--- config.mk ---
export PLATFORM = sky130hd
export DESIGN_NAME = mult_unit
export DESIGN_NICKNAME = d
export VERILOG_FILES = /design/src/design/tomasulo_pkg.sv /design/src/design/mult_unit.sv
export SDC_FILE = /design/constraint.sdc
export NUM_CORES = 1
export LEC_CHECK = 0
export BUFFER_PORTS_ARGS = -buffer_cell sky130_fd_sc_hd__clkbuf_2
export CAP_MARGIN = 20
export CORE_MARGIN = 2
export CORE_UTILIZATION = 58
export CTS_CLUSTER_DIAMETER = 30
export CTS_CLUSTER_SIZE = 28
export DETAILED_ROUTE_END_ITERATION = 7
export PLACE_DENSITY = 0.79
export SETUP_SLACK_MARGIN = 0.5
export SYNTH_ARGS = -nofsm -noshare
export SYNTH_HDL_FRONTEND = slang
export SYNTH_SLANG_ARGS = --single-unit
--- constraint.sdc ---
create_clock -name clk -period 2.5 [get_ports clk]
set_clock_uncertainty 0.1 [all_clocks]
set_input_delay 0.625 -clock clk [delete_from_list [all_inputs] [get_ports clk]]
set_output_delay 0.625 -clock clk [all_outputs]
set_load 0.01 [all_outputs]
--- src/design/tomasulo_pkg.sv ---
package tomasulo_pkg;

   localparam int data_width_c   = 32;
   localparam int tag_width_c    = 6;

   // default unit latencies, in cycles from grant to cdb
   localparam int mult_latency_c = 3;
   localparam int div_latency_c  = 8;

   // data memory words behind the load/store unit
   localparam int mem_depth_c    = 256;

   typedef enum logic [3:0] {
      op_add = 4'd0,
      op_sub = 4'd1,
      op_and = 4'd2,
      op_or  = 4'd3,
      op_xor = 4'd4,
      op_slt = 4'd5,
      op_beq = 4'd6,
      op_bne = 4'd7
   } alu_op_e;

   // one operation from the reservation stations
   typedef struct packed {
      alu_op_e                 opcode;
      logic [data_width_c-1:0] rs;
      logic [data_width_c-1:0] rt;
      logic [tag_width_c-1:0]  tag;
      logic                    store;
   } issue_req_t;

   typedef struct packed {
      logic                    valid;
      logic [data_width_c-1:0] data;
      logic [tag_width_c-1:0]  tag;
   } exec_result_t;

   typedef struct packed {
      logic                    valid;
      logic [data_width_c-1:0] data;
      logic [tag_width_c-1:0]  tag;
      logic                    branch;
      logic                    branch_taken;
   } cdb_t;

   // ready strobes and grants share this layout
   typedef struct packed {
      logic int_unit;
      logic mult;
      logic div;
      logic ldst;
   } unit_ready_t;

endpackage

--- src/design/mult_unit.sv ---
`timescale 1ns/10ps

module mult_unit import tomasulo_pkg::*; #(
   parameter int MULT_LATENCY = mult_latency_c
) (
   input  logic         clk,
   input  logic         arst_n,
   input  logic         start,
   input  issue_req_t   req,
   output exec_result_t result
);

   localparam int half_c = data_width_c / 2;
   // product stages after the partial products and their sum
   localparam int tail_c = MULT_LATENCY - 2;

   logic [data_width_c-1:0]   pp_ll_q;
   logic [data_width_c-1:0]   pp_lh_q;
   logic [data_width_c-1:0]   pp_hl_q;
   logic [data_width_c-1:0]   pp_hh_q;
   logic [2*data_width_c-1:0] sum_q;
   logic [data_width_c-1:0]   prod_q [tail_c];
   logic [MULT_LATENCY-1:0]   valid_q;
   logic [tag_width_c-1:0]    tag_q [MULT_LATENCY];

   always_ff @(posedge clk) begin
      pp_ll_q <= req.rs[half_c-1:0]            * req.rt[half_c-1:0];
      pp_lh_q <= req.rs[half_c-1:0]            * req.rt[data_width_c-1:half_c];
      pp_hl_q <= req.rs[data_width_c-1:half_c] * req.rt[half_c-1:0];
      pp_hh_q <= req.rs[data_width_c-1:half_c] * req.rt[data_width_c-1:half_c];

      sum_q <= {pp_hh_q, {data_width_c{1'b0}}} +
               {{half_c{1'b0}}, pp_lh_q, {half_c{1'b0}}} +
               {{half_c{1'b0}}, pp_hl_q, {half_c{1'b0}}} +
               {{data_width_c{1'b0}}, pp_ll_q};

      // only the low word goes to the cdb
      prod_q[0] <= sum_q[data_width_c-1:0];
      for (int i = 1; i < tail_c; i++) begin
         prod_q[i] <= prod_q[i-1];
      end

      tag_q[0] <= req.tag;
      for (int i = 1; i < MULT_LATENCY; i++) begin
         tag_q[i] <= tag_q[i-1];
      end
   end

   always_ff @(posedge clk or negedge arst_n) begin
      if (!arst_n) begin
         valid_q <= '0;
      end else begin
         valid_q <= {valid_q[MULT_LATENCY-2:0], start};
      end
   end

   always_comb begin
      result.valid = valid_q[MULT_LATENCY-1];
      result.data  = prod_q[tail_c-1];
      result.tag   = tag_q[MULT_LATENCY-1];
   end

endmodule

## Word level (Yosys, flattened, before mapping)

Memories as Yosys holds them, arrays and structs flattened.
Index checks and enable logic that the tools add are counted.

- Add/sub/neg operators: 3
- $mul: 3

Operators by type and width:

| kind | number |
|---|---|
| adder 32 bit | 2 |
| adder 1 x 32 -> 32 bit, first input constant | 1 |
| multiplier 16 x 16 -> 16 bit | 2 |
| multiplier 16 x 16 -> 32 bit | 1 |

- Logic and storage cells: 13
- Memories: 2
- Input port bits: 78
- Flip-flop bits (word level): 99
- Bits in writable memories: 50
- Output and inout bits: 39

Memory list:

| name | depth | width | read ports | clocked after memory_dff | wr ports | line | RTL |
|---|---|---|---|---|---|---|---|
| prod_q | 1 | 32 | 1 | 0 | 1 | mult_unit.sv:22 | `logic [data_width_c-1:0] prod_q [tail_c];` |
| tag_q | 3 | 6 | 3 | 0 | 3 | mult_unit.sv:24 | `logic [tag_width_c-1:0] tag_q [MULT_LATENCY];` |

## Logic depth before layout (Yosys ltp)

- Depth after elaboration: 3
- Depth in mapped cells: 23
- Mapped depth without buffers: 20

## Least setup slack after synthesis

OpenSTA, ideal clock, no wires.

- Kind: input to register
- Start: input req[51] (netlist bit)
- End: register pp_ll_q[30]
- Arrival: 6.601 ns
- Required time: 2.342 ns
- Path slack: -4.259 ns
- Cell stages on the path: 21
- Library setup time: 0.058 ns
- Buffers on the path: 3
- Cells stage by stage: clkbuf_1 > clkbuf_1 > nand2_1 > fa_1 > fa_1 > fa_1 > inv_1 > fa_1 > fa_1 > inv_1 > fa_1 > inv_1 > ha_1 > and3_1 > buf_6 > a211o_1 > o211a_1 > or4b_4 > a211o_1 > nor4b_2 > a211o_1

- Longest elaborated chain between the ends: 1

RTL lines:

| item | line | RTL |
|---|---|---|
| from (decl) | mult_unit.sv:9 | `input issue_req_t req,` |
| multiplier 16 x 16 -> 32 bit | mult_unit.sv:27 | `pp_ll_q <= req.rs[half_c-1:0] * req.rt[half_c-1:0];` |
| to (signal assigned) | mult_unit.sv:27 |  |
| to (decl) | mult_unit.sv:17 | `logic [data_width_c-1:0] pp_ll_q;` |

No other way between the ends.

## Worst setup path in the final report

- Start: input req[13] (netlist bit)
- End: register pp_ll_q[30]

Same word-level chain as after synthesis.

==> impl_metrics.ini <==
[logic_synthesis]
synth_seq_cells = 149
ys.warnings.count = 0
synth_ff_type = dfxtp_1
syn_inst = 2197
yosysSeqAreaShare_pct = 14.7
async_reset_ff_share_pct = 2.01
ys_types = 56
synth_area_um2 = 20400
syn_avg_cell_area_um2 = 9.27
synth_edf_count = 0
synthesis.nets = 2861

[cells_and_area]
nets = 3237
most-common-layout-cells = inv_1 (423), fa_1 (355), nand2_1 (301), buf_4 (241), and2_1 (188)
areaGrowthSynthToFinish_pct = 32.5
drive_above_1_share_pct = 31.1
final_common_cell = inv_1
fillers = 1925

[clock_tree]
h-tree-depth = 4
clkTransAtPathRegs_ps = 80
cts.sinks = 149
cts_root_buffer = clkbuf_16
clockBufferDepth = 2
cts_tree = done
cts_buffers = 17
clock_latency_ps = 430

[place]
io_buffers = 111
dp_hpwl_um = 43700
gp_congestion = 0.941

[die]
initial_core_util_pct = 58.9
fp.coreArea_um2 = 34500
die_y_um = 191
die_area_um2 = 36600
die_w_um = 191
ios = 117
rows = 68

[timing]
fin_tns_setup_ps = -137490
post-route-min-period_ps = 6110
rsz0062_at_grt = true
worst_slew_pin_slew_ps = 623
clock.fmax_ghz = 0.164
setup_viol = 61
finalCritPeriodShare_pct = 245
slew_headroom_pct = 58.2
fin_ws_ps = -3610
slew_viol_final = 0
final_hold_viol_count = 0

[grt]
grt_max_degree = 19
grt_pass1_wl_um = 94400
antenna_found_initial = 4
gr-usage-all-layers_pct = 33.6
overflow = 0
grt_pass1_vias = 18300

[drt]
drt-total-wl_um = 67800
route.vias.total = 17600
via_per_inst = 5.78
wire_per_inst_um = 22.3
detail-route-antenna-nets = 0
drc = 0
drtPass1Iterations = 6
drt_iter0_drc = 1493

[critical_path]
crit_path_frequent_cell = fa_1
worstPathMaxFanout = 5
path_class = in -> reg
path_cells = clkbuf_16 -> buf_8 -> buf_4 -> and2_1 -> fa_1 -> inv_1 -> fa_1 -> fa_1 -> fa_1 -> inv_1 -> fa_1 -> fa_1 -> ha_4 -> and3_4 -> a211o_1 -> o211a_1 -> or4b_4 -> a211o_1 -> nor4b_2 -> a211o_1
worstPathRequired_ps = 2780
arrival_ps = 6400
slowest_stage = fa_1
critPathMaxStageDelay_ps = 570
startpoint_type = input pin
end_kind = flop

[status]
status = finished with violations
failed_checks = setup timing

[job]
cap_viol_max_count = 0

[worst_hold_path]
hp-class = in -> reg
-- registers in the layout, summed over array words and instances (netlist names) --
register,cells
pp_hl_q,16
pp_ll_q,32
prod_q,32
valid_q,3
tag_q,18
pp_lh_q,16
sum_q,32
-- kinds of logic (layout without fill, tap and decap cells) --
logic type,after synthesis,count (layout),share of synthesized area (%)
DFF,149,149,14.7
and+or+nand+nor,649,649,15.5
AOI/OAI and AO/OA,135,135,4.48
xor gates and xnor gates,117,117,5.03
adders and majority gates,586,586,49.7
muxes,2,2,0.0983
buffers and inverters,559,948,10.5
other,0,2,0
-- metal layers --
layer  wire (um)  track usage [%]  share of wire [%]
met5          23                0              0.034
met4        5420             17.9                8.0
met3        6540             5.58                9.7
met1       23700             41.3                 35
met2       32100             56.8                 47
-- critical path, delay by kind of cell --
family,cells,cell delay (ps)
buffers and inverters,5,510
adder cells (fa/ha/maj),7,3100
AND/OR/NAND/NOR,4,1180
AO/OA/AOI/OAI,4,970
-- final timing paths --
path | from | endpoint | slack, ps | depth (start not counted)
worst max-delay path | req[13] | pp_ll_q[30] | -3610 | 20
worst min-delay path | req[4] | tag_q[0][3] | 190 | 1
worst max register to register | pp_hl_q[1] | sum_q[31] | -450 | 11
worst min register to register | tag_q[0][8] | tag_q[0][14] | 220 | 0
max in group asynchronous | arst_n | valid_q[2] | 1760 | 2
min in group asynchronous | arst_n | valid_q[0] | 430 | 2
-- synthesized netlist by cell type (21+ instances only) --
cell type	instances	share of area [%]
and2_1	224	6.9
inv_1	465	8.6
o21ai_0	21	0.52
nor2_1	36	0.66
dfxtp_1	146	14
fa_1	370	36
xor2_1	21	0.90
a21oi_1	34	0.84
nand2_1	325	6.0
ha_1	216	13
clkbuf_1	86	1.6
xnor2_1	96	4.1
-- through the flow --
stage / area [um^2] / util (%) / setup WS [ps] / hold WS, ps / cells
after floorplan: 21500 / - / -3800 / 210 / 2197
after global placement: 23900 / 69.1 / -3950 / 212 / 2947
after detailed placement: 23900 / 69.1 / -4090 / 212 / 2947
after CTS: 26100 / 75.6 / -3450 / 187 / 3019
after global routing: 27000 / 78.1 / -3780 / 190 / 3041
final: 27000 / 78.1 / -3610 / 192 / 3043
-- area by class of cell --
| cell class | count | area (um^2) | area share (%) |
|---|---|---|---|
| repair buffers | 451 | 3950 | 14.6 |
| diodes | 2 | 5.00 | 0.0186 |
| flip-flops and latches | 149 | 3010 | 11.1 |
| clock inverters | 15 | 200 | 0.742 |
| clock buffers | 17 | 425 | 1.58 |
| multi-input cells | 1489 | 17100 | 63.3 |
| inverters | 465 | 1750 | 6.47 |
| well taps | 455 | 569 | 2.11 |
-- timing repair --
| item | 4_1_cts | 5_1_grt |
|---|---|---|
| pin swaps | 120 | 104 |
| gates resized for setup | 275 | 146 |
| setup endpoints to repair | 68 | 68 |
| hold buffers | 1 | 0 |
| setup buffers | 39 | 22 |
| hold endpoints to repair | 3 | 0 |
Power is left out: the tool's default activity adds up to more than one toggle a clock period on the data nets, which glitch-free logic cannot reach.
