<file path="config.mk">
export PLATFORM = sky130hd
export DESIGN_NAME = int_alu
export DESIGN_NICKNAME = d
export VERILOG_FILES = /design/src/design/tomasulo_pkg.sv /design/src/design/int_alu.sv
export SDC_FILE = /design/constraint.sdc
export NUM_CORES = 1
export LEC_CHECK = 0
export BUFFER_PORTS_ARGS = -buffer_cell sky130_fd_sc_hd__buf_2
export CORE_MARGIN = 2
export CORE_UTILIZATION = 44
export DETAILED_ROUTE_END_ITERATION = 10
export GPL_ROUTABILITY_DRIVEN = 0
export PLACE_DENSITY = 0.76
export SLEW_MARGIN = 30
export SYNTH_ARGS = -nofsm -noshare
export SYNTH_HDL_FRONTEND = slang
export SYNTH_SLANG_ARGS = --single-unit
</file>
<file path="constraint.sdc">
create_clock -name vclk -period 6
set_input_delay 0 -clock vclk [all_inputs]
set_output_delay 0 -clock vclk [all_outputs]
set_load 0.01 [all_outputs]
</file>
<file path="src/design/tomasulo_pkg.sv">
package tomasulo_pkg;

   localparam int data_width_c   = 32;
   localparam int tag_width_c    = 6;

   // default unit latencies, in cycles from grant to cdb
   localparam int mult_latency_c = 3;
   localparam int div_latency_c  = 8;

   // data memory words behind the load/store unit
   localparam int mem_depth_c    = 256;

   typedef enum logic [3:0] {
      op_add = 4'd0,
      op_sub = 4'd1,
      op_and = 4'd2,
      op_or  = 4'd3,
      op_xor = 4'd4,
      op_slt = 4'd5,
      op_beq = 4'd6,
      op_bne = 4'd7
   } alu_op_e;

   // one operation from the reservation stations
   typedef struct packed {
      alu_op_e                 opcode;
      logic [data_width_c-1:0] rs;
      logic [data_width_c-1:0] rt;
      logic [tag_width_c-1:0]  tag;
      logic                    store;
   } issue_req_t;

   typedef struct packed {
      logic                    valid;
      logic [data_width_c-1:0] data;
      logic [tag_width_c-1:0]  tag;
   } exec_result_t;

   typedef struct packed {
      logic                    valid;
      logic [data_width_c-1:0] data;
      logic [tag_width_c-1:0]  tag;
      logic                    branch;
      logic                    branch_taken;
   } cdb_t;

   // ready strobes and grants share this layout
   typedef struct packed {
      logic int_unit;
      logic mult;
      logic div;
      logic ldst;
   } unit_ready_t;

endpackage

</file>
<file path="src/design/int_alu.sv">
`timescale 1ns/10ps

module int_alu import tomasulo_pkg::*; (
   input  issue_req_t   req,
   input  logic         start,
   output exec_result_t result,
   output logic         carry,
   output logic         overflow,
   output logic         branch,
   output logic         branch_taken
);

   localparam int msb_c = data_width_c - 1;

   logic [data_width_c:0] sum;
   logic [data_width_c:0] diff;
   logic                  equal;

   assign sum   = {1'b0, req.rs} + {1'b0, req.rt};
   // subtract as rs + ~rt + 1, so carry high means no borrow
   assign diff  = {1'b0, req.rs} + {1'b0, ~req.rt} + 1'b1;
   assign equal = (req.rs == req.rt);

   always_comb begin
      result.valid = start;
      result.tag   = req.tag;
      result.data  = '0;
      carry        = 1'b0;
      overflow     = 1'b0;
      branch       = 1'b0;
      branch_taken = 1'b0;

      case (req.opcode)
         op_add: begin
            result.data = sum[msb_c:0];
            carry       = sum[data_width_c];
            overflow    = (req.rs[msb_c] == req.rt[msb_c]) &&
                          (sum[msb_c] != req.rs[msb_c]);
         end
         op_sub: begin
            result.data = diff[msb_c:0];
            carry       = diff[data_width_c];
            overflow    = (req.rs[msb_c] != req.rt[msb_c]) &&
                          (diff[msb_c] != req.rs[msb_c]);
         end
         op_and: begin
            result.data = req.rs & req.rt;
         end
         op_or: begin
            result.data = req.rs | req.rt;
         end
         op_xor: begin
            result.data = req.rs ^ req.rt;
         end
         op_slt: begin
            result.data = data_width_c'($signed(req.rs) < $signed(req.rt));
         end
         // branches resolve here, result word stays zero
         op_beq: begin
            branch       = 1'b1;
            branch_taken = equal;
         end
         op_bne: begin
            branch       = 1'b1;
            branch_taken = ~equal;
         end
         default: begin
            result.data = '0;
         end
      endcase
   end

endmodule

</file>
After elaboration in Yosys (flattened, before gate mapping)
Index checks and enable logic that the tools add are counted.

Magnitude comparators: 1. Reduce and logical (&&, ||, !) cells: 4. Eq/ne operators: 12. Multiplexer cells: 5. Bitwise gates (word level): 5. $add $sub $neg: 3.

Operators by type and width (count): 32-bit case mux with 6 select lines (1); 32-bit by 32-bit adder with 33-bit output (2); 33-bit by 1-bit adder with 33-bit output, second input constant (1); 32-bit bitwise AND (1); 32-bit equality test (1); 32-bit less-than comparator (1); 32-bit inverter (1); 32-bit OR (1); 32-bit bitwise XOR (1); 4-bit by 3-bit equality test with 1-bit output, second input constant (4); 4-bit by 2-bit equality test with 1-bit output, second input constant (2); 1-bit case mux with 2 select lines (3); 4-bit by 1-bit equality test with 1-bit output, second input constant (1); 4-bit zero test (1); 1-bit inequality test (3); 1-bit logical AND (2); 2-bit OR reduction (1); 1-bit equality test (1); 1-bit 2-to-1 mux (1); 1-bit inverter (1).

Flip-flop bits (word level): 0. Logic and storage cells: 30. Output and inout port bits: 43.

Depth between registers and ports, before layout
Gate-level depths: netlist of run 1.

Depth in word-level cells: 6. Gate-level depth with buffers: 13. Gate-level depth less buffers: 13.

Worst setup path before layout of run 1
No wires, ideal clock.

Path type: input port to output port. Start: input req[39] in the netlist's numbering. End: output carry. Data arrival time: 2.457 ns. Path slack: 3.543 ns. Stages on the path: 13. Path through: inv_1 > ha_1 > fa_1 > o21bai_1 > a211oi_1 > o21bai_1 > a21o_1 > o21ai_2 > a31o_1 > o31a_1 > o21ai_1 > nand2b_1 > a211oi_1.

Word-level cells in the longest chain between the ends: 3.

Ends and longest elaborated chain: from (decl) (line int_alu.sv:4) `input issue_req_t req,`; 32-bit by 32-bit adder with 33-bit output (line int_alu.sv:21) `assign diff = {1'b0, req.rs} + {1'b0, ~req.rt} + 1'b1;`; 33-bit by 1-bit adder with 33-bit output (line int_alu.sv:21); 1-bit case mux with 2 select lines (*) (line int_alu.sv:33) `case (req.opcode)`; to (decl) (line int_alu.sv:7) `output logic carry,`.

Every way passes the cells marked *; elsewhere a longest branch is shown, timed or not.

==> results of run 1 <==
[cells by family (layout without fill, tap and decap cells)]
logic type,Yosys count,count (layout),share of synthesized area [%]
xor gates and xnor gates,22,22,3.87
buffers and inverters,138,197,11.4
and+or+nand+nor,216,216,20.6
muxes,5,5,1.03
AOI/OAI and AO/OA,269,269,36.1
adders and majority gates,106,106,27.0
[power groups by stage]
stage          Clock [mW]  Combinational [mW]  Sequential, mW
3_5_place_dp            0               0.475               0
2_1_floorplan           0               0.348               0
4_1_cts                 0               0.478               0
6_report                0               0.487               0
5_1_grt                 0               0.540               0
3_3_place_gp            0               0.471               0
[routing by layer]
metal / routed length, um / part of all wire, %
met5: 0 / 0
met4: 131 / 0.88
met3: 1120 / 7.5
met2: 6460 / 44
met1: 7100 / 48
[per-stage QoR]
step | power, mW | util [%] | worst slack [ps]
after CTS | 0.478 | 50.1 | 2980
after detailed placement | 0.475 | 50.1 | 2990
after global routing | 0.540 | 50.1 | 2710
after floorplan | 0.348 | - | 3540
after global placement | 0.471 | 50.1 | 2980
final | 0.487 | 50.1 | 2920
[cell usage after synthesis (4+ instances only)]
library cell  instances  share of area, %
mux2i_1               4              0.80
a211oi_1              8               1.2
nand2b_1             11               1.4
nor2_1               89               6.7
a21oi_1              75               7.5
xor2_1                4              0.70
nand4_1               8               1.0
buf_4                 8               1.2
nor2b_1               8               1.0
o31a_1                6               1.1
ha_1                104                26
a221oi_1             21               3.7
clkbuf_1             27               2.0
o311ai_0              6               1.1
o21bai_1             12               1.8
o21ai_0              57               5.7
a211o_1               7               1.2
o211ai_1              6              0.91
nor4_1                6              0.75
inv_1                86               6.5
a31oi_1               9               1.1
o21ai_1               9              0.91
a21o_1               12               1.8
xnor2_1              18               3.2
and3_1                6              0.75
or3_1                 8               1.0
nand2_1              34               2.6
nor3_1               18               1.8
buf_1                 5              0.38
nand3_1              14               1.4
a221o_1               4              0.80
buf_2                10               1.0
o31ai_1               6              0.91
[path summary, 6_finish.rpt]
kind / start / end / slack [ps] / cells after the start
hold / removal: start / result[38] / 0.004 / 0
setup / recovery: req[8] / result[33] / 2920 / 14
[layout make-up]
type	count	share of cell area, %
Inverter	87	5.96
Tap cell	140	3.20
Multi-Input combinational cell	618	80.5
Timing Repair Buffer	110	10.3
==> metrics.txt, run 1 <==
Sw Share 61.0%; GRT Residual Overflow 0; via-per-instance ratio 5.94; drc violations 0; post-synth net total 938; hold slack 0.00443 ps; mean routed wirelength per cell 15.5 um; placed insts 955; Max-Cap Viols 0; Setup Buffers After CTS 0; syn_area_per_cell 6.58 um^2; antenna violations before repair 0; Design Area, Final 5480 um^2; core footprint 10,900 um^2; critical path endpoint category primary output; row cnt 38; internal cell power 0.190 mW; Worst slew margin 40.6%; area of the multi-input gates 4410 um^2; class of the worst hold path input port to primary output; Vias 5,677; worst vdd ir 0.0467 mV; Critical Path RT 6000 ps; Fin Setup TNS 0 ps; final setup vio count 0; largest net degree at the start of global routing 50; Filler Cells Inserted 1,163; ant diodes 0; nets@finish 999; Yosys cell types 70; CP Data Arrival Time 3080 ps; P&R area growth vs syn 10.0%; worst slew pin tran 890 ps; vias in the first global route 5,121; outcome finished clean; Initial Utilization 45.5%; Crit-path slowest cell o21ai_0; Top delay family on crit path compound AO/OA/AOI/OAI gates; met1 usage 35.0%; HPWL after detailed placement 11,500 um; Hold Vio Cnt, Final 0; GRT Total Usage 23.8%; M2 GR Usage 39.9%; Die ar. 12,200 um^2; P_sw 0.297 mW; Synth Cell Area 4980 um^2; antenna-violating nets left 0; drt pass-1 iters 5; critical path type input port to primary output; synthesized instance count 756; clock power share 0%; Finished Layout Cells 955; Final Max Slew Viols 0; PD cells 88.9 nW/um^2; Detailed Route Iter0 Violations 449; Critical Path, Cell by Cell buf_2, inv_1, ha_1, a21oi_1, nor3b_1, o21ai_0, o21ai_1, a21oi_1, o31ai_1, a221oi_1, a211oi_1, o211a_1, o21ai_1, buf_2; clkbuf count 0; Resized cells post-CTS 0; first-pass GRT wire length 24,000 um; Comb power frac 100.0%; Placed Area 5480 um^2; leak pwr 2.79 nW; largest stage delay on the critical path 430 ps; I/O pin cnt 119; Max Freq 0.325 GHz; register area 0 um^2; Final Critical Period 3080 ps; Final Cycle Share 51.3%; # hold bufs at CTS 0; RSZ-0062 raised after global routing false; PortBufs 104; most frequent cells in the layout ha_1 (104), buf_2 (104), nor2_1 (89); Flop pwr share 0%; Max FO, Critical Path 4; Die X 110 um; drt total wl 14,800 um; critical path buffer and inverter count 3; Syn. warnings 0; sequential cell count 0; fraction of layout cells with a size suffix above 1 15.1%; CP startpoint kind input port; global route hottest layer met2; die height 110 um; met3 Use GR 0.647%; register area share after synthesis 0%
Note: power is estimated with default switching activity, not from simulation.
==> run 2: changes to the inputs <==
--- a/config.mk
+++ b/config.mk
@@ -10,7 +10,7 @@
 export CORE_UTILIZATION = 44
 export DETAILED_ROUTE_END_ITERATION = 10
 export GPL_ROUTABILITY_DRIVEN = 0
-export PLACE_DENSITY = 0.76
+export PLACE_DENSITY = 0.78
 export SLEW_MARGIN = 30
 export SYNTH_ARGS = -nofsm -noshare
 export SYNTH_HDL_FRONTEND = slang
==> constraint.sdc (replaced) <==
create_clock -name vclk -period 2.6
set_input_delay 0 -clock vclk [all_inputs]
set_output_delay 0 -clock vclk [all_outputs]
set_load 0.01 [all_outputs]
==> run 2 against run 1 <==
The flow now finishes with violations (setup timing). Final area increased by 29%. Non-clock buffer count increased by 130. Hold slack about the same. Critical path depth increased by 2. Clock-buffer cell count unchanged. Critical path type unchanged.
==> metrics.txt, run 2 (synthesized netlist as in run 1, its figures left out) <==
outcome complete, but fails checks; failing checks setup timing; Fin Setup TNS -249 ps; placed insts 1,070; mean routed wirelength per cell 16.5 um; Layout Utilization 64.6%; Vias 6,460; HPWL after detailed placement 13,100 um; Critical Path RT 2600 ps; Hold Vio Cnt, Final 0; core footprint 10,900 um^2; Max FO, Critical Path 3; I/O pin cnt 119; GRT Residual Overflow 0; final setup vio count 4; Final Critical Period 2680 ps; first-pass GRT wire length 27,200 um; die height 110 um; final setup margin -80.5 ps; Final Max Slew Viols 0; via-per-instance ratio 5.95; leak pwr 3.48 nW; most frequent cells in the layout buf_4 (130), buf_2 (99), ha_1 (85); drt pass-1 iters 8; Max Freq 0.373 GHz; Worst slew margin 56.8%; hold path cells 0; PortBufs 104; drt total wl 17,900 um; PD cells 221 nW/um^2; P&R area growth vs syn 41.9%; RSZ-0062 raised after global routing true; Die ar. 12,200 um^2; Die X 110 um; register area 0 um^2; Critical path destination result[34]; clkbuf count 0; CP startpoint kind input port; sequential cell count 0; antenna violations before repair 0; GRT Total Usage 27.1%; nets@finish 1,129; Final Cycle Share 103%; row cnt 38; drc violations 0; fraction of layout cells with a size suffix above 1 36.0%; crit path launch req[7]; ant diodes 0; largest net degree at the start of global routing 32; vias in the first global route 6,048; Detailed Route Iter0 Violations 783; worst slew pin tran 648 ps; critical path endpoint category primary output; Initial Utilization 45.5%; Max-Cap Viols 0; hold slack 0.00392 ps; critical path type input port to primary output; worst vdd ir 0.116 mV; antenna-violating nets left 0; class of the worst hold path input port to primary output; Finished Layout Cells 1,085; commonest non-fill, non-tap cell in the layout buf_4; CP Data Arrival Time 2680 ps
==> run 2: cell count changes in the layout (fill, tap and decap cells not counted), sizes merged <==
cell	before	now
buf	110	240
==> run 2: area by class of cell <==
type | count | area [um^2]
multi-input cells | 618 | 4950
fillers | 925 | 3870
repair buffers | 240 | 1610
inverters | 87 | 332
well taps | 140 | 175
==> run 2: how the worst min path moves through the flow <==
stage,startpoint,end,slack [ps]
2_1_floorplan,req[1],result[0],90
3_3_place_gp,req[1],result[0],0.07
3_5_place_dp,req[1],result[0],0.07
4_1_cts,req[1],result[0],0.07
5_1_grt,req[5],result[4],0.02
6_report,start,result[38],0.004
==> run 2: power by group <==
part	leakage, nW	internal [mW]	switching (mW)	total, mW
sequential	0	0	0	0
combinational	3.48	0.707	0.857	1.56
clock	0	0	0	0
==> run 2: per-stage QoR <==
stage / area, um^2 / worst slack [ps] / total power, mW
2_1_floorplan: 4980 / 143 / 0.802
3_3_place_gp: 6340 / -205 / 1.28
3_5_place_dp: 6340 / -267 / 1.30
4_1_cts: 6600 / -138 / 1.38
5_1_grt: 7060 / -174 / 1.68
6_report: 7060 / -80.5 / 1.56
==> run 2: worst max-delay path, stage by stage <==
cell      delay [ps]
buf_8            100
buf_6            110
ha_4             160
fa_2             380
o21bai_4         140
a211oi_2         100
o21bai_1         170
a21o_1           180
o21ai_2           70
a31o_1           250
o31a_1           290
buf_4            160
a21oi_1          190
xnor2_1          150
o21ai_1           90
buf_2            160
==> run 2: routing by layer <==
layer	share of wire, %	GRT usage [%]	wire length [um]
met5	0	0	0
met4	2.8	8.66	496
met3	8.8	3.06	1580
met2	46	45.8	8280
met1	42	36.0	7570
==> run 2: timing repair <==
action	in CTS	in global routing
hold buffers	0	0
endpoints found under the setup margin	13	22
cloned	0	0
pin swaps	29	39
setup buffers	10	6
resized for setup	42	105
