`src/design/tomasulo_pkg.sv`:
```
package tomasulo_pkg;

   localparam int data_width_c   = 32;
   localparam int tag_width_c    = 6;

   // default unit latencies, in cycles from grant to cdb
   localparam int mult_latency_c = 3;
   localparam int div_latency_c  = 8;

   // data memory words behind the load/store unit
   localparam int mem_depth_c    = 256;

   typedef enum logic [3:0] {
      op_add = 4'd0,
      op_sub = 4'd1,
      op_and = 4'd2,
      op_or  = 4'd3,
      op_xor = 4'd4,
      op_slt = 4'd5,
      op_beq = 4'd6,
      op_bne = 4'd7
   } alu_op_e;

   // one operation from the reservation stations
   typedef struct packed {
      alu_op_e                 opcode;
      logic [data_width_c-1:0] rs;
      logic [data_width_c-1:0] rt;
      logic [tag_width_c-1:0]  tag;
      logic                    store;
   } issue_req_t;

   typedef struct packed {
      logic                    valid;
      logic [data_width_c-1:0] data;
      logic [tag_width_c-1:0]  tag;
   } exec_result_t;

   typedef struct packed {
      logic                    valid;
      logic [data_width_c-1:0] data;
      logic [tag_width_c-1:0]  tag;
      logic                    branch;
      logic                    branch_taken;
   } cdb_t;

   // ready strobes and grants share this layout
   typedef struct packed {
      logic int_unit;
      logic mult;
      logic div;
      logic ldst;
   } unit_ready_t;

endpackage

```
`src/design/div_unit.sv`:
```
`timescale 1ns/10ps

module div_unit import tomasulo_pkg::*; #(
   parameter int DIV_LATENCY = div_latency_c
) (
   input  logic         clk,
   input  logic         arst_n,
   input  logic         start,
   input  issue_req_t   req,
   output exec_result_t result,
   output logic         busy
);

   // quotient bits retired per cycle
   localparam int step_bits_c = data_width_c / DIV_LATENCY;
   localparam int cnt_w_c     = $clog2(DIV_LATENCY);
   localparam logic [cnt_w_c-1:0] last_cnt_c = cnt_w_c'(DIV_LATENCY - 1);

   logic                      busy_q;
   logic [cnt_w_c-1:0]        cnt_q;
   logic [data_width_c-1:0]   rem_q;
   logic [data_width_c-1:0]   quo_q;
   logic [data_width_c-1:0]   dvs_q;
   logic [tag_width_c-1:0]    tag_q;
   logic [2*data_width_c-1:0] step_nxt;
   logic                      done;

   // restoring division over step_bits_c bits, returns {remainder, quotient}
   // a zero divisor always subtracts, so the quotient fills with ones
   function automatic logic [2*data_width_c-1:0] div_step(
      input logic [data_width_c-1:0] rem_in,
      input logic [data_width_c-1:0] quo_in,
      input logic [data_width_c-1:0] dvs
   );
      logic [data_width_c-1:0] rem;
      logic [data_width_c-1:0] quo;
      logic [data_width_c:0]   shifted;
      logic [data_width_c:0]   trial;
      rem = rem_in;
      quo = quo_in;
      for (int b = 0; b < step_bits_c; b++) begin
         shifted = {rem, quo[data_width_c-1]};
         trial   = shifted - {1'b0, dvs};
         quo     = quo << 1;
         if (!trial[data_width_c]) begin
            rem    = trial[data_width_c-1:0];
            quo[0] = 1'b1;
         end else begin
            rem = shifted[data_width_c-1:0];
         end
      end
      return {rem, quo};
   endfunction

   assign step_nxt = div_step(rem_q, quo_q, dvs_q);
   // last step is taken combinationally in the result cycle
   assign done     = busy_q && (cnt_q == last_cnt_c);

   always_ff @(posedge clk or negedge arst_n) begin
      if (!arst_n) begin
         busy_q <= 1'b0;
         cnt_q  <= '0;
      end else if (start) begin
         busy_q <= 1'b1;
         cnt_q  <= '0;
      end else if (done) begin
         busy_q <= 1'b0;
      end else if (busy_q) begin
         cnt_q <= cnt_q + 1'b1;
      end
   end

   always_ff @(posedge clk) begin
      if (start) begin
         rem_q <= '0;
         quo_q <= req.rs;
         dvs_q <= req.rt;
         tag_q <= req.tag;
      end else if (busy_q) begin
         {rem_q, quo_q} <= step_nxt;
      end
   end

   assign busy = busy_q;

   always_comb begin
      result.valid = done;
      result.data  = step_nxt[data_width_c-1:0];
      result.tag   = tag_q;
   end

endmodule

```
`config.mk`:
```
export PLATFORM = sky130hd
export DESIGN_NAME = div_unit
export DESIGN_NICKNAME = d
export VERILOG_FILES = /design/src/design/tomasulo_pkg.sv /design/src/design/div_unit.sv
export SDC_FILE = /design/constraint.sdc
export NUM_CORES = 1
export LEC_CHECK = 0
export BUFFER_PORTS_ARGS = -buffer_cell sky130_fd_sc_hd__buf_4
export CORE_MARGIN = 2
export CORE_UTILIZATION = 50
export DETAILED_ROUTE_END_ITERATION = 10
export PLACE_DENSITY_LB_ADDON = 0.2
export SETUP_SLACK_MARGIN = 0.02
export SLEW_MARGIN = 10
export SYNTH_ARGS = -nofsm -noshare
export SYNTH_HDL_FRONTEND = slang
export SYNTH_SLANG_ARGS = --single-unit
export TNS_END_PERCENT = 1
```
`constraint.sdc`:
```
create_clock -name clk -period 14.5 [get_ports clk]
set_input_delay 0.725 -clock clk [delete_from_list [all_inputs] [get_ports clk]]
set_output_delay 0.725 -clock clk [all_outputs]
set_load 0.005 [all_outputs]
```
---- Word-level counts from Yosys, hierarchy flattened ----
Index checks and enable logic that the tools add are counted.
W data, S select, Z words.
operators by class
  $add $sub $neg .......................... 5
  equal/unequal tests ..................... 2
  multiplexer cells ....................... 15
  reduce and logical (&&, ||, !) cells .... 4
operators by type and width
  cell                   number
  $mux W32               6
  $sub A33 B32 Y33       4
  $mux W3                3
  $mux W1                6
  $reduce_bool A2 Y1     2
  $add A3 B1 Y3 const B  1
  $eq A3 B3 Y1 const B   1
  $ne A2 B2 Y1 const B   1
  $reduce_and A2 Y1      1
  $logic_and A1 B1 Y1    1
storage, ports and cells
  register bits ........................... 106
  input port bits ......................... 78
  output and inout port bits .............. 40
  logic and storage cells ................. 32

---- Depth between registers and ports, before layout ----
Gate-level depths: netlist of the first run.
  depth after elaboration ................. 10
  gate-level depth with buffers ........... 60
  gate-level depth less buffers ........... 54

---- Least setup slack after synthesis of the first run ----
Ideal clock, no wire load.
  path type ............................... reg2out
  from .................................... reg dvs_q[1]
  to ...................................... out result[6] in the netlist's numbering
  arrival time ............................ 11.490 ns
  required time ........................... 13.775 ns
  path slack .............................. 2.285 ns
  cell stages (with the launch flop) ...... 52
  buffers on the path ..................... 6
  path through ............................ edfxtp_1 > inv_1 > fa_1 > a211oi_2 > o21ai_1 > o211ai_2 > a2111oi_4 > o32a_1 > and3_4 > inv_2 > clkbuf_1 > mux2_2 > ha_1 > nor2b_1 > o31a_1 > o211ai_1 > nand3_1 > a21o_1 > (+16 left out) > a21oi_1 > or2_4 > inv_2 > buf_2 > mux2_2 > ha_1 > o21a_1 > o21ai_0 > a31oi_1 > o211ai_1 > a21oi_1 > o21ai_0 > a21oi_1 > a2111oi_0 > nor2_1 > xnor2_2 > buf_2 > buf_4
between the ends
  longest elaborated chain between the ends .. 8
ends and longest elaborated chain
  item                      RTL line        text
  start: declaration        div_unit.sv:23  logic [data_width_c-1:0] dvs_q;
  start signal: assignment  div_unit.sv:77  dvs_q <= req.rt;
  $sub A33 B32 Y33          div_unit.sv:43  trial = shifted - {1'b0, dvs};
  $mux W32                  div_unit.sv:45  if (!trial[data_width_c]) begin
  $sub A33 B32 Y33          div_unit.sv:43
  $mux W32                  div_unit.sv:45
  $sub A33 B32 Y33          div_unit.sv:43
  $mux W32                  div_unit.sv:45
  $sub A33 B32 Y33 (*)      div_unit.sv:43
  $mux W1 (*)               div_unit.sv:45
  end: declaration          div_unit.sv:10  output exec_result_t result,
Every way passes the cells marked *; elsewhere a longest branch is shown, timed or not.

==> flow_summary.ini, run 1 <==
[synthesis]
synth_fa_ha_area_frac = 0.141
synth_top_family_by_area = compound AO/OA/AOI/OAI gates
syn_area_um2 = 12100
synth_edf_count = 70
synth_simple_gate_area_frac = 0.146
yosysSeqAreaShare = 0.234
synth_area_per_cell_um2 = 8.62
synth_cells = 1409
ys.flop_type = edfxtp_1
synth-compound-area-share = 0.245
synth_mux_area_frac = 0.0982
synth-xor-area-share = 0.0764
async_reset_ff_frac = 0.0377
synth_cell_types = 85
yosys_warnings = 0
synth_nets = 1621
yosys_register_bits = 106

[grt]
antenna_found_initial = 0
grtUsageTotal = 0.258
overflow = 0
grt_start_max_net_pins = 63
grt_pass1_vias = 10171
grt_pass1_wl_mm = 53.3

[run_status]
status = completed

[route]
wl_met3_mm = 2.65
viasPerCell = 6.01
postRouteAntennaNets = 0
wl_met2_mm = 14.1
drtIter0Drc = 675
first_pass_iters = 5
route.detailed.drc = 0
wl_mm = 33.4
wl_met1_mm = 16.3
top_layer = met4
routedWlPerCell_um = 18.6
via_count = 10821

[timing]
period_minus_slack_ns = 13.67
setup_violations = 0
tightest_slew_ns = 0.847
slew_headroom = 0.435
report.final.slew_viol_count = 0
hold_slack_ns = 0.118
period_share = 0.943
setup_tns_ns = 0
max_freq_ghz = 0.0732
grt_setup_unrepaired = false
timing.final.hold_violations = 0
fin_skew_ns = 0.0266
postLayoutSetupSlackWorst_ns = 0.829

[setup_path]
worstPathArrival_ns = 12.95
critical_path_class = reg2out
cpLargestDelayFamily = compound AO/OA/AOI/OAI gates
worst-path-buf-inv = 6
cp_max_fo = 15
worstSetupEndpointType = output port
crit_required_ns = 13.78
r2r_slack_ns = 1.18
slowest_stage = edfxtp_1
crit_path_start_kind = flop
slowest_delay_ns = 0.51

[finish]
num_antenna_cells = 0
final_common_cell = ha_1
mostFrequentLayoutCells = ha_1, nor2_1, buf_4
nets = 1683
syn2layout_area_growth_pct = 10.5
fillers = 2279
fin_util = 0.557
final_layout_size_suffix_gt1_frac = 0.182

[clock_tree]
root_buffer = clkbuf_16
clkLatencyLatePin_ns = 0.38
cts_tree = done
clkTransAtPathRegs_ns = 0.10
cts_max_path_buffers = 2
cts.sinks = 106
cts_made_buffers = 9
htree_levels = 3

[floorplanning]
initial_core_util = 0.504
die_h_um = 160
num_rows = 57
dieArea_um2 = 25600
die_w_um = 160
boundaryPins = 118
core-area_um2 = 24100

[placed_design]
port_buffers = 112
dp_hpwl_mm = 26.3
post-place-ws_ns = 0.671
gp_congestion = 0.930

[flow_run]
max_cap_violations = 0

[hold_path]
holdCritPathClass = in2async
==> synthesized netlist by cell type, types with 10 or more instances <==
master | n | area, um2
a21o_1 | 41 | 308
o21a_1 | 24 | 180
clkbuf_1 | 26 | 97.6
inv_1 | 75 | 282
nand2b_1 | 19 | 119
mux2_2 | 81 | 912
o21ai_1 | 10 | 50.1
and3_1 | 22 | 138
dfxtp_1 | 32 | 641
o211ai_1 | 13 | 97.6
nand3_1 | 27 | 135
buf_2 | 10 | 50.1
xnor2_1 | 66 | 578
nor2b_1 | 18 | 113
nand2_1 | 80 | 300
ha_1 | 130 | 1630
buf_4 | 34 | 255
mux2i_1 | 28 | 280
a21oi_1 | 122 | 611
edfxtp_1 | 70 | 2100
o21bai_1 | 22 | 165
nor2_1 | 123 | 462
a211oi_1 | 34 | 255
nor3_1 | 21 | 105
a31oi_1 | 11 | 68.8
nand4_1 | 12 | 75.1
o21ai_0 | 72 | 360
xor2_1 | 35 | 307
==> registers in the layout, summed over array words and instances (netlist names) <==
signal / flops
dvs_q: 32
quo_q: 32
rem_q: 32
tag_q: 6
cnt_q: 3
busy: 1
==> logic make-up after synthesis <==
kind of cell | count (synthesis)
AO/OA/AOI/OAI | 436
buffers and inverters | 154
adder cells (fa/ha/maj) | 134
AND/OR/NAND/NOR | 367
XOR/XNOR | 103
multiplexers | 109
flip-flops | 106
==> worst paths after layout <==
| path | start | end | cells past startpoint |
|---|---|---|---|
| max in group asynchronous | arst_n | busy | 1 |
| hold reg to reg | rem_q[7] | rem_q[7] | 2 |
| setup reg to reg | dvs_q[1] | rem_q[13] | 49 |
| min in group clk | rem_q[7] | rem_q[7] | 2 |
| hold / removal | arst_n | cnt_q[1] | 1 |
| setup / recovery | dvs_q[1] | result[6] | 47 |
==> stage by stage <==
step / area (um2) / std cells
2_1_floorplan: 12100 / 1409
3_3_place_gp: 13100 / 1782
3_5_place_dp: 13100 / 1782
4_1_cts: 13400 / 1798
5_1_grt: 13400 / 1800
6_report: 13400 / 1800
==> per-layer routing <==
metal  track usage  up-vias
met5             0        -
met4        0.0405        0
met3        0.0527       28
met2         0.393      353
met1         0.385     5106
li1              -     5334
==> repair_timing <==
item | 4_1_cts | 5_1_grt
resized for setup | 0 | 10
endpoints found under the setup margin | 0 | 34
setup buffers | 0 | 2
hold buffers | 0 | 0
hold endpoints to repair | 0 | 0
==> area by class of cell <==
class                           instances  area (um2)  share of cell area
Inverter                               80         304              0.0227
Timing Repair Buffer                  125         955              0.0712
Clock inverter                          6        62.6             0.00466
Multi-Input combinational cell       1149        8620               0.642
Tap cell                              324         405              0.0302
Sequential cell                       106        2840               0.212
Clock buffer                           10         229              0.0171
Power of run 1 is not shown: default switching activity piles up to over one toggle a cycle in this logic, so the estimate is an artifact.
==> run 2: changes to the inputs <==
--- a/config.mk
+++ b/config.mk
@@ -7,10 +7,9 @@
 export LEC_CHECK = 0
 export BUFFER_PORTS_ARGS = -buffer_cell sky130_fd_sc_hd__buf_4
 export CORE_MARGIN = 2
-export CORE_UTILIZATION = 50
+export CORE_UTILIZATION = 43
 export DETAILED_ROUTE_END_ITERATION = 10
 export PLACE_DENSITY_LB_ADDON = 0.2
-export SETUP_SLACK_MARGIN = 0.02
 export SLEW_MARGIN = 10
 export SYNTH_ARGS = -nofsm -noshare
 export SYNTH_HDL_FRONTEND = slang
==> flow_summary.ini, run 2 (synthesis gave the netlist of run 1 again) <==
[run_status]
status = completed

[finish]
seq_area_um2 = 2840
fin_area_um2 = 13500
fillers = 2726
syn2layout_area_growth_pct = 10.9
mostFrequentLayoutCells = ha_1, buf_4, nor2_1
nets = 1683
reg_top3 = dvs_q: 32 flops, quo_q: 32 flops, rem_q: 32 flops
final_common_cell = ha_1
final_layout_size_suffix_gt1_frac = 0.181
num_antenna_cells = 0
multi_input_area_um2 = 8600

[timing]
period_share = 0.950
setup_tns_ns = 0
timing.final.hold_violations = 0
fin_skew_ns = 0.0187
tightest_slew_ns = 0.804
period_minus_slack_ns = 13.77
max_freq_ghz = 0.0726
setup_violations = 0
postLayoutSetupSlackWorst_ns = 0.731
grt_setup_unrepaired = false
slew_headroom = 0.464
report.final.slew_viol_count = 0

[setup_path]
r2r_slack_ns = 1.05
cp_max_fo = 18
cpMostUsedCell = buf_4
r2r_cells = 50
worstSetupEndpointType = output port
crit_path_start_kind = flop
slowest_delay_ns = 0.52
worstPathArrival_ns = 13.04
critical_path_class = reg2out
crit_required_ns = 13.78
r2r-start = dvs_q[1]
r2r-end = rem_q[1]
slowest_stage = fa_1

[placed_design]
post-place-ws_ns = 0.717
gp_congestion = 0.953
port_buffers = 112
dp_hpwl_mm = 26.9
placed_cell_area_um2 = 13200

[clock_tree]
cts_tree = done
clkLatencyLatePin_ns = 0.37
postCtsHoldBufs = 0
cts_max_path_buffers = 2
cts_made_buffers = 9
clkTransAtPathRegs_ns = 0.09
htree_levels = 3
cts.sinks = 106
root_buffer = clkbuf_16

[route]
drtIter0Drc = 775
viasPerCell = 5.80
postRouteAntennaNets = 0
first_pass_iters = 5
route.detailed.drc = 0
routedWlPerCell_um = 18.3
via_count = 10760
wl_mm = 33.9

[floorplanning]
die_h_um = 172
num_rows = 61
die_w_um = 172
dieArea_um2 = 29600
core-area_um2 = 27800
boundaryPins = 118
initial_core_util = 0.437

[grt]
overflow = 0
grtUsageTotal = 0.233
grt_start_max_net_pins = 64
met1_usage = 0.345
antenna_found_initial = 1
grt_pass1_wl_mm = 53.9
grt_pass1_vias = 10131
busiest_layer = met2
met2_usage = 0.355
grt_util_met3 = 0.0357

[hold_path]
holdCritPathClass = in2async

[flow_run]
max_cap_violations = 0
==> run 2: worst max-delay path: cells and delay by family (launching register included) <==
kind | cells | cell delay (ns)
adder cells (fa/ha/maj) | 4 | 1.49
buffers and inverters | 8 | 1.68
AND/OR/NAND/NOR | 7 | 1.36
XOR/XNOR | 2 | 0.45
AO/OA/AOI/OAI | 24 | 6.04
multiplexers | 3 | 1.05
flip-flops | 1 | 0.49
==> run 2: how the worst max path moves through the flow <==
stage / startpoint / endpoint / slack, ns / depth (start not counted)
after global placement: dvs_q[1] / rem_q[1] / 0.79 / 49
after CTS: dvs_q[1] / result[6] / 0.29 / 47
after detailed placement: dvs_q[1] / rem_q[1] / 0.72 / 49
after floorplan: dvs_q[1] / result[6] / 2.28 / 51
after global routing: dvs_q[1] / result[6] / 0.04 / 49
final: dvs_q[1] / result[6] / 0.73 / 48
==> run 2: metrics by stage <==
step	hold WS (ns)	utilization	cells
floorplan	0.429	-	1409
global placement	0.492	0.473	1837
detailed placement	0.499	0.473	1837
CTS	0.121	0.484	1853
global route	0.128	0.485	1854
finish	0.135	0.485	1854
==> run 2: final cells by class <==
type,instances,share of cell area
multi-input cells,1149,0.638
well taps,378,0.0351
clock inverters,7,0.00548
clock buffers,9,0.0167
inverters,80,0.0227
flip-flops and latches,106,0.211
repair buffers,125,0.0706
==> run 2: what timing repair did <==
action | 4_1_cts | 5_1_grt
resized for setup | 0 | 6
setup buffers | 0 | 1
setup endpoints to repair | 0 | 24
==> run 2: per-layer routing <==
layer	vias up	share of wire
li1	5352	-
met1	5057	0.50
met2	326	0.42
met3	25	0.065
met4	0	0.013
met5	-	0
Power of run 2 is left out for the same reason.
